===== src/design/dcache_defines.svh =====
// dcache geometry.
// Set count of the two-way write-through data cache and the index and tag
// widths that follow from it for a 32-bit byte address with word lines.

`ifndef DCACHE_DEFINES_SVH
`define DCACHE_DEFINES_SVH

// number of sets per way, a power of two.
`define DC_SETS 64

// index bits select a set.
`define DC_IDX_W $clog2(`DC_SETS)

// the tag is what is left above the index and the two byte-offset bits.
`define DC_TAG_W (32 - `DC_IDX_W - 2)

`endif


===== src/design/dcache_pkg.sv =====
// dcache types.
// Address word seen raw or split into tag, index and byte offset, and the
// tag and data pair that each way stores per set.

`default_nettype none

`include "dcache_defines.svh"

package dcache_pkg;

  typedef logic [`DC_TAG_W-1:0] dc_tag_t;
  typedef logic [`DC_IDX_W-1:0] dc_idx_t;

  // field view of a byte address, msb first.
  typedef struct packed {
    dc_tag_t    tag;
    dc_idx_t    idx;
    logic [1:0] off;
  } dc_addr_s;

  // one address word, decoded either way.
  typedef union packed {
    logic [31:0] raw;
    dc_addr_s    f;
  } dc_addr_u;

  // stored line of one way; the valid bit is kept apart.
  typedef struct packed {
    dc_tag_t     tag;
    logic [31:0] data;
  } dc_line_t;

endpackage

`default_nettype wire


===== src/design/dcache_ctrl.sv =====
// Write-through data cache controller.
// Accepts one CPU request at a time, answers read hits from the store,
// fetches read misses from memory and sends every write through to it,
// merging write hits into the cached word.

`timescale 1ns/1ps
`default_nettype none

module dcache_ctrl (
  input  logic                 clk,
  input  logic                 resetn,
  // cpu side.
  input  logic [31:0]          cpu_addr_i,
  input  logic [3:0]           cpu_wmask_i,
  input  logic [31:0]          cpu_din_i,
  input  logic                 cpu_valid_i,
  output logic [31:0]          cpu_dout_o,
  output logic                 cpu_ready_o,
  // memory side.
  output logic [31:0]          ram_addr_o,
  output logic [3:0]           ram_wmask_o,
  output logic [31:0]          ram_wdata_o,
  input  logic [31:0]          ram_rdata_i,
  output logic                 ram_valid_o,
  input  logic                 ram_ready_i,
  // associative store.
  output dcache_pkg::dc_addr_u lookup_addr_o,
  output logic                 lookup_use_o,
  output logic                 fill_we_o,
  output logic [31:0]          fill_data_o,
  input  logic                 hit_i,
  input  logic [31:0]          hit_data_i
);

  import dcache_pkg::*;

  localparam logic [1:0] ST_IDLE  = 2'd0;
  localparam logic [1:0] ST_RMISS = 2'd1;
  localparam logic [1:0] ST_RHIT  = 2'd2;
  localparam logic [1:0] ST_WRITE = 2'd3;

  logic [1:0]  state_q;
  logic [1:0]  state_d;
  logic        in_idle;
  logic        accept;
  logic        req_hit_q;
  dc_addr_u    req_addr_q;
  logic [31:0] req_wdata_q;
  logic [3:0]  req_wmask_q;
  logic        req_full;

  // byte-lane merge of new write data into an old word.
  function automatic logic [31:0] merge_bytes(
    input logic [31:0] old_w,
    input logic [31:0] new_w,
    input logic [3:0]  mask
  );
    logic [31:0] res;
    res = old_w;
    for (int b = 0; b < 4; b++) begin
      if (mask[b]) begin
        res[8*b +: 8] = new_w[8*b +: 8];
      end
    end
    return res;
  endfunction

  assign in_idle  = (state_q == ST_IDLE);
  assign accept   = in_idle && cpu_valid_i;
  assign req_full = &req_wmask_q;

  // the live address is looked up while idle and the held one afterwards.
  assign lookup_addr_o = in_idle ? cpu_addr_i : req_addr_q.raw;
  assign lookup_use_o  = accept;

  always_comb begin
    state_d = state_q;
    case (state_q)
      ST_IDLE: begin
        if (accept) begin
          if (cpu_wmask_i != 4'b0000) begin
            state_d = ST_WRITE;
          end else if (hit_i) begin
            state_d = ST_RHIT;
          end else begin
            state_d = ST_RMISS;
          end
        end
      end
      ST_RHIT: begin
        state_d = ST_IDLE;
      end
      ST_RMISS, ST_WRITE: begin
        if (ram_ready_i) begin
          state_d = ST_IDLE;
        end
      end
      default: begin
        state_d = ST_IDLE;
      end
    endcase
  end

  always_ff @(posedge clk) begin
    if (!resetn) begin
      state_q   <= ST_IDLE;
      req_hit_q <= 1'b0;
    end else begin
      state_q <= state_d;
      if (accept) begin
        req_hit_q <= hit_i;
      end
    end
  end

  // request payload.
  always_ff @(posedge clk) begin
    if (accept) begin
      req_addr_q.raw <= cpu_addr_i;
      req_wdata_q    <= cpu_din_i;
      req_wmask_q    <= cpu_wmask_i;
    end
  end

  // the memory request is held up to and including the ram_ready_i cycle.
  assign ram_addr_o  = req_addr_q.raw;
  assign ram_wdata_o = req_wdata_q;
  assign ram_valid_o = (state_q == ST_RMISS) || (state_q == ST_WRITE);
  assign ram_wmask_o = (state_q == ST_WRITE) ? req_wmask_q : 4'b0000;

  always_comb begin
    cpu_ready_o = 1'b0;
    cpu_dout_o  = ram_rdata_i;
    fill_we_o   = 1'b0;
    fill_data_o = ram_rdata_i;
    case (state_q)
      ST_RHIT: begin
        cpu_ready_o = 1'b1;
        cpu_dout_o  = hit_data_i;
      end
      ST_RMISS: begin
        // allocate the fetched word.
        if (ram_ready_i) begin
          cpu_ready_o = 1'b1;
          fill_we_o   = 1'b1;
        end
      end
      ST_WRITE: begin
        if (ram_ready_i) begin
          cpu_ready_o = 1'b1;
          // partial miss leaves the cache alone.
          fill_we_o   = req_hit_q || req_full;
          if (req_hit_q) begin
            fill_data_o = merge_bytes(hit_data_i, req_wdata_q, req_wmask_q);
          end else begin
            fill_data_o = req_wdata_q;
          end
        end
      end
      default: begin
        cpu_ready_o = 1'b0;
      end
    endcase
  end

  a_no_ready_idle: assert property (
    @(posedge clk) disable iff (!resetn) in_idle |-> !cpu_ready_o
  );

  // an accepted read miss requests memory with a zero mask in the next cycle.
  a_rmiss_read_mask: assert property (
    @(posedge clk) disable iff (!resetn)
    (accept && !hit_i && cpu_wmask_i == 4'b0000)
      |=> (ram_valid_o && ram_wmask_o == 4'b0000)
  );

  // a read hit is answered in the very next cycle.
  a_rhit_latency: assert property (
    @(posedge clk) disable iff (!resetn)
    (accept && hit_i && cpu_wmask_i == 4'b0000) |=> (cpu_ready_o && !ram_valid_o)
  );

endmodule

`default_nettype wire


===== config.mk =====
export PLATFORM = sky130hd
export DESIGN_NAME = dcache_ctrl
export DESIGN_NICKNAME = d
export VERILOG_FILES = /design/src/design/dcache_pkg.sv /design/src/design/dcache_ctrl.sv
export VERILOG_INCLUDE_DIRS = /design/src /design/src/design
export SDC_FILE = /design/constraint.sdc
export NUM_CORES = 1
export LEC_CHECK = 0
export ABC_AREA = 1
export BUFFER_PORTS_ARGS = -buffer_cell sky130_fd_sc_hd__buf_2
export CORE_AREA = 2 2 120 122
export DETAILED_ROUTE_END_ITERATION = 8
export DIE_AREA = 0 0 122 124
export HOLD_SLACK_MARGIN = 0.06
export PLACE_DENSITY_LB_ADDON = 0.25
export SLEW_MARGIN = 20
export SYNTH_ARGS = -nofsm -noshare
export SYNTH_HDL_FRONTEND = slang
export SYNTH_SLANG_ARGS = --single-unit
export TNS_END_PERCENT = 5

===== constraint.sdc =====
create_clock -name clk -period 14.1 [get_ports clk]
set_input_delay 3.525 -clock clk [delete_from_list [all_inputs] [get_ports clk]]
set_output_delay 3.525 -clock clk [all_outputs]
set_load 0.01 [all_outputs]

# Word level (Yosys, flattened, before mapping)
# Index checks and enable logic that the tools add are counted.
[word_totals]
reg_bits = 71
in_bits = 137
[classes]
n_eq_ne = 5
muxes = 19
n_reduce_logical = 8
[op_table]
columns = ["operator", "count"]
rows = [
  ["two-way mux 32 bit", 5],
  ["two-way mux 8 bit", 4],
  ["two-way mux 2 bit", 4],
  ["case mux 2 bit (3 select lines)", 1],
  ["== test 2 bit (second input constant)", 2],
  ["two-way mux 4 bit", 1],
  ["case mux 1 bit (2 select lines)", 2],
  ["AND reduction 4 bit", 1],
  ["nonzero test 4 bit", 1],
  ["== test 2 x 1 -> 1 bit (second input constant)", 1],
  ["logical NOT 2 bit", 1],
  ["logical OR 1 bit", 2],
  ["two-way mux 1 bit", 2],
  ["inequality test 2 x 1 -> 1 bit (second input constant)", 1],
  ["inequality test 2 bit (second input constant)", 1],
  ["AND reduction 2 bit", 1],
  ["OR reduction 2 bit", 1],
  ["logical AND 1 bit", 1],
]

# Longest topological paths before layout
# Gate-level depths: netlist of run 1.
[logic_depth]
ltp_word = 4
mapped_depth = 7
depth_no_buf = 7

# Worst setup path after synthesis of run 1
# Ideal clock, no wire load.
[synth_timing]
kind = "input port to output port"
startpoint = "input port cpu_valid_i"
endpoint = "output port lookup_use_o"
arrival_ns = 6.571
t_required_ns = 10.575
slack_ns = 4.004
path_stages = 2
n_path_buf = 0
path_cell_list = "inv_1 -> nor2_1"
[synth_between]
elab_chain_cells = 1
[synth_lines]
columns = ["item", "line", "rtl"]
rows = [
  ["from (decl)", "dcache_ctrl.sv:16", "input logic cpu_valid_i,"],
  ["logical AND 1 bit", "dcache_ctrl.sv:69", "assign accept = in_idle && cpu_valid_i;"],
  ["to (decl)", "dcache_ctrl.sv:28", "output logic lookup_use_o,"],
]
# Every way passes these cells.

# Worst setup path in the final report of run 1
[layout_timing]
startpoint = "input port ram_ready_i"
endpoint = "output port fill_data_o[21]"
[layout_between]
elab_chain_cells = 2
[layout_lines]
columns = ["item", "line", "rtl"]
rows = [
  ["from (decl)", "dcache_ctrl.sv:25", "input logic ram_ready_i,"],
  ["two-way mux 32 bit", "dcache_ctrl.sv:149", "if (ram_ready_i) begin"],
  ["two-way mux 32 bit", "dcache_ctrl.sv:136", "case (state_q)"],
  ["to (decl)", "dcache_ctrl.sv:30", "output logic [31:0] fill_data_o,"],
]
# Every way passes these cells.

==> results of run 1 <==
-- worst max-delay path by stage --
stage	startpoint	endpoint	slack, ns	depth (start not counted)
after floorplan	cpu_valid_i	lookup_use_o	4.00	2
after global placement	ram_ready_i	fill_data_o[1]	5.74	6
after detailed placement	ram_ready_i	fill_data_o[21]	5.69	6
after CTS	ram_ready_i	fill_data_o[21]	5.70	6
after global routing	ram_ready_i	fill_data_o[21]	5.52	6
final	ram_ready_i	fill_data_o[21]	5.67	6
-- cell families after synthesis --
logic type             Yosys count
flip-flops                      71
multiplexers                     2
buffers and inverters           93
AND/OR/NAND/NOR                191
AO/OA/AOI/OAI                   96
-- placed cells by master (no fill, tap or decap), types with 2 or more instances in the layout --
| cell | synthesis | final |
|---|---|---|
| buf_2 | 20 | 304 |
| nand2_1 | 139 | 139 |
| inv_1 | 68 | 68 |
| edfxtp_1 | 68 | 68 |
| nor2_1 | 41 | 39 |
| a21oi_1 | 33 | 33 |
| o211ai_1 | 30 | 30 |
| o21ai_0 | 24 | 24 |
| clkbuf_16 | 0 | 9 |
| nand3_1 | 7 | 7 |
| o21ai_1 | 7 | 7 |
| clkinv_2 | 0 | 3 |
| buf_4 | 0 | 3 |
| dfxtp_1 | 3 | 3 |
| nand2_2 | 2 | 2 |
| o21a_1 | 2 | 2 |
| mux2_2 | 2 | 2 |
| bufinv_16 | 0 | 2 |
-- routing by layer --
| layer | wire (µm) | part of all wire |
|---|---|---|
| met1 | 5215 | 0.40 |
| met3 | 1202 | 0.093 |
| met2 | 6312 | 0.49 |
| met4 | 201 | 0.016 |
| met5 | 0 | 0 |
-- sequential cells by signal, summed over array words and instances (netlist names) --
name / flops
req_hit_q: 1
state_q: 2
ram_addr_o: 32
ram_wdata_o: 32
req_wmask_q: 4
-- report_power, final --
part / switching, µW / internal [µW] / leakage, µW
registers: 8.60 / 251 / 0.000671
logic: 94.4 / 61.4 / 0.00225
clock network: 84.3 / 153 / 0.000157
total: 187 / 466 / 0.00308
-- critical path, cell delays in order --
cell,delay [ns]
buf_2,0.09
nand2_1,0.14
nor2_8,0.60
o211ai_1,0.17
o21ai_0,0.15
buf_2,0.18
-- metrics by stage --
| stage | total power, µW | hold slack [ns] | std cells | utilization |
|---|---|---|---|---|
| after floorplan | 345.8 | 0.5899 | 453 | - |
| after global placement | 422.1 | 0.6194 | 916 | 0.3989 |
| after detailed placement | 421.9 | 0.6230 | 916 | 0.3989 |
| after CTS | 667.4 | 0.6305 | 932 | 0.4217 |
| after global routing | 691.3 | 0.6763 | 932 | 0.4217 |
| final | 653.7 | 0.6281 | 932 | 0.4217 |
-- final cells by class --
cell class,count,area share
inverter,69,0.04477
clock inverter,7,0.01514
sequential,71,0.3633
timing repair buffer,307,0.2669
tap,180,0.03893
clock buffer,9,0.03893
multi-input combinational,289,0.2321
==> reports/qor.txt, run 1 <==
Vias in the first global route: 3514
Crit end category: output pin
GP Congestion: 0.7453
Maxcap violations: 0
DRC: 0
GR peak layer: met2
DRT antenna net count: 0
Tot GR Track Use: 0.1591
Largest family of logic cells by synthesized area: simple AND/OR/NAND/NOR gates
Cell count after synthesis: 453
First-pass GRT wire length: 18210 µm
Clock Skews: 0.003429 ns
Die Ht: 124 µm
Die width: 122 µm
Footprint of the multi-input gates: 1343 µm²
Post-DP HPWL: 9989 µm
Yosys reg bits: 71
DR iter-0 viols: 124
Ys async rst share: 0
CTS Buf Count: 9
Hold WC Path Type: flip-flop to flip-flop
Hold Fails Final Rpt: 0
Mapped Nets: 590
Final nets: 884
H-tree Lvls: 3
CP Launch Type: input pin
Final worst slack: 5.672 ns
Largest net degree at the start of global routing: 71
Leak pwr: 0.003082 µW
Area leader, netlist: edfxtp_1
Hold Path Origin: req_hit_q$_SDFFE_PN0P_
Die area: 15130 µm²
Syn Area/Cell: 8.485 µm²
Ratio of cells with drive above 1 in the final layout: 0.4388
GRT met1 Usage: 0.1821
Starting Density: 0.2802
Unrepaired setup endpoints after global routing: false
Netlist Area Pre-Place: 3844 µm²
Status: complete, no violations
Register area share after synthesis: 0.5469
Count leader, synth: nand2_1
Max clock buf depth: 2
Req. time, crit path: 10.57 ns
Top cells by area, synth: edfxtp_1 (53%), nand2_1 (14%), inv_1 (6.6%)
Fill count: 1465
Cell row count: 43
Buffers added on ports: 304
Post-synth EDFFs: 68
Compound-Gate Fraction of Synth Area: 0.1458
Hold depth: 2
Post-synthesis simple-gate area fraction: 0.1950
Yosys warnings: 0
Total gr overflow: 0
Post-CTS setup repair buffer count: 0
CTS tree: yes
Sum Neg Setup Slack: 0 ns
Clk sinks: 71
Post-synth top cells: nand2_1 (139), edfxtp_1 (68), inv_1 (68)
Vias per inst: 4.341
Main synth FF type: edfxtp_1
Final WL: 12930 µm
Place WS: 5.690 ns
Synth unique cells: 19
R2r setup slk: 11.80 ns
R2R Path End: ram_wdata_o[18]$_DFFE_PP_
Hold EP: req_hit_q$_SDFFE_PN0P_
Post-CTS Resized: 0
Finish-stage setup viols: 0
Register Area: 2102 µm²
1st-pass router iterations: 4
Pins Over Slew Limit: 0
Area after DPL: 5473 µm²
Routing usage on met2: 0.2765
Pwr Density: 113.0 nW/µm²
Inserted Diodes: 0
Worst r2r src: state_q[1]$_SDFFE_PN0P_
Fmax: 0.1187 GHz
Least-Margin Pin Slew: 0.9092 ns
Routed wire per std cell: 13.87 µm
Skew-Pair Late Insertion Delay: 0.32 ns
Crit Path Category: input pin to output pin
Met3 usage: 0.04899
Io pins: 305
Period utilization: 0.5977
Synth top area share: 0.5313
Worst-path fanout max: 64
CTS Root Cell: clkbuf_16
Min cycle time layout: 8.428 ns
Post-synthesis mux area share: 0.005859
R2R cell count: 4
Post-Synth Adder-Cell Area: 0
CTS clk-pin slew, worst paths: 0.05 ns
Placeable Area: 13720 µm²
CTS hold repair buffers: 0
Arrival time worst endpoint: 4.90 ns
Max_slew headroom: 0.3939
Area Overhead vs Synth: 50.52%
Initial antenna violation count: 0
Worst VDD drop: 0.00006045 V
Cell area after layout: 5786 µm²
Vias: 4046
Xor and xnor area share after synthesis: 0
Power figures use the tool's default switching activity.
==> run 2: changes to the inputs <==
==> constraint.sdc (replaced) <==
create_clock -name clk -period 7.33 [get_ports clk]
set_input_delay 1.8325 -clock clk [delete_from_list [all_inputs] [get_ports clk]]
set_output_delay 1.8325 -clock clk [all_outputs]
set_load 0.01 [all_outputs]
==> reports/qor.txt, run 2 (same netlist as run 1, synthesis figures left out) <==
Status: complete, no violations
Hold Fails Final Rpt: 0 (unchanged)
DRT antenna net count: 0 (unchanged)
DRC: 0 (unchanged)
Starting Density: 0.2802 (unchanged)
Sum Neg Setup Slack: 0 ns (unchanged)
1st-pass router iterations: 5 (+1)
Fill count: 1399 (-4.5%)
GP Congestion: 0.7505 (+0.70%)
Post-DP HPWL: 9886 µm (-1.0%)
Crit end category: output pin
Hold WC Path Type: flip-flop to flip-flop
CTS hold repair buffers: 0 (unchanged)
Maxcap violations: 0 (unchanged)
Post-CTS Resized: 0 (unchanged)
Post-CTS setup repair buffer count: 0 (unchanged)
Die area: 15130 µm² (unchanged)
Finish-stage setup viols: 0 (unchanged)
Initial antenna violation count: 0 (unchanged)
Crit path largest cell delay: 0.60 ns (about the same)
CP delay by family, top: simple AND/OR/NAND/NOR gates
Die width: 122 µm (unchanged)
Pins Over Slew Limit: 0 (unchanged)
Min cycle time layout: 5.026 ns
Leak pwr: 0.003078 µW (-0.11%)
CTS Buf Count: 9 (unchanged)
Io pins: 305 (unchanged)
CTS clk-pin slew, worst paths: 0.06 ns (about the same)
Top cell by count, worst path: buf_2
Die Ht: 124 µm (unchanged)
Skew-Pair Late Insertion Delay: 0.32 ns (about the same)
CP Launch Type: input pin
Period utilization: 0.6857
Final Power: 1265 µW (+94%)
Clk sinks: 71 (unchanged)
Least-Margin Pin Slew: 0.8860 ns (-0.02327 ns)
Arrival time worst endpoint: 3.19 ns (-1.71 ns)
Fmax: 0.1989 GHz
Routed wire per std cell: 13.70 µm (-1.2%)
Final nets: 884 (unchanged)
Worst-path fanout max: 64 (unchanged)
Most frequent cells in the layout: buf_2 (304), nand2_1 (139), inv_1 (68), edfxtp_1 (68), nor2_1 (39)
Commonest non-fill, non-tap cell in the layout: buf_2
Tot GR Track Use: 0.1574 (-0.001671)
Worst path bufs/invs: 2 (unchanged)
Max stage delay cell, worst path: nor2_8
Clock Skews: 0.006165 ns (+0.002736 ns)
Util after Layout: 0.4224 (+0.0007300)
Worst VDD drop: 0.0001039 V (+72%)
Vias: 3980 (-1.6%)
Placeable Area: 13720 µm² (unchanged)
Total gr overflow: 0 (unchanged)
Largest net degree at the start of global routing: 71 (unchanged)
DR iter-0 viols: 150 (+21%)
H-tree Lvls: 3 (unchanged)
Vias in the first global route: 3461 (-1.5%)
Req. time, crit path: 5.50 ns (-5.07 ns)
Pwr Density: 218.3 nW/µm² (+93%)
Cell row count: 43 (unchanged)
CTS Root Cell: clkbuf_16
Buffers added on ports: 304 (unchanged)
CTS tree: yes
Ratio of cells with drive above 1 in the final layout: 0.4388 (unchanged)
Unrepaired setup endpoints after global routing: false
Max clock buf depth: 2 (unchanged)
CP cell instances: buf_2 -> nand2_1 -> nor2_8 -> o211ai_1 -> o21ai_0 -> buf_2
Crit Path Category: input pin to output pin
Area Overhead vs Synth: 50.78%
Final WL: 12770 µm (-1.2%)
First-pass GRT wire length: 18220 µm (about the same)
Max_slew headroom: 0.4094 (+0.01551)
Vias per inst: 4.270 (-1.6%)
Inserted Diodes: 0 (unchanged)
-- run 2: cell types whose count changed in the layout (fill, tap and decap cells not counted), sizes merged --
cell,delta
clkinv,-3
inv,+1
clkinvlp,+1
clkbuf,+1
-- run 2: worst paths after layout --
path                                start                         to  slack [ns]  cells past startpoint
setup reg to reg  state_q[1]$_SDFFE_PN0P_  ram_wdata_o[21]$_DFFE_PP_        5.05                      4
hold reg to reg    req_hit_q$_SDFFE_PN0P_     req_hit_q$_SDFFE_PN0P_        0.63                      2
hold / removal     req_hit_q$_SDFFE_PN0P_     req_hit_q$_SDFFE_PN0P_        0.63                      2
setup / recovery              ram_ready_i            fill_data_o[21]        2.30                      6
-- run 2: layer usage --
layer | GRT usage | part of all wire
met2 | 0.2797 | 0.50
met3 | 0.05220 | 0.094
met5 | 0 | 0
met4 | 0.03879 | 0.0070
met1 | 0.1833 | 0.40
-- run 2: area by class of cell --
class,count,area (µm²),area share
inverter,69,259.0,0.04469
clock buffer,10,229.0,0.03951
timing repair buffer,307,1544,0.2664
multi-input combinational,289,1343,0.2316
tap,180,225.2,0.03886
clock inverter,6,93.84,0.01619
sequential,71,2102,0.3627
-- run 2: power by group --
| group | switching (µW) | internal, µW |
|---|---|---|
| Combinational | 181 | 118 |
| Clock | 166 | 300 |
| Sequential | 16.4 | 484 |
| Total | 363 | 902 |
-- run 2: tightest hold or removal path: stages (launching register included) --
cell	delay [ns]
dfxtp_1	0.40
o21ai_0	0.12
a21oi_1	0.07
-- run 2: through the flow --
step	instance area (µm²)	hold slack [ns]	std cells	setup slack, ns
floorplan	3844	0.5899	453	0.6191
global placement	5473	0.6194	916	2.352
detailed placement	5473	0.6313	916	2.295
CTS	5796	0.6356	932	2.300
global route	5796	0.6853	932	2.144
finish	5796	0.6252	932	2.304
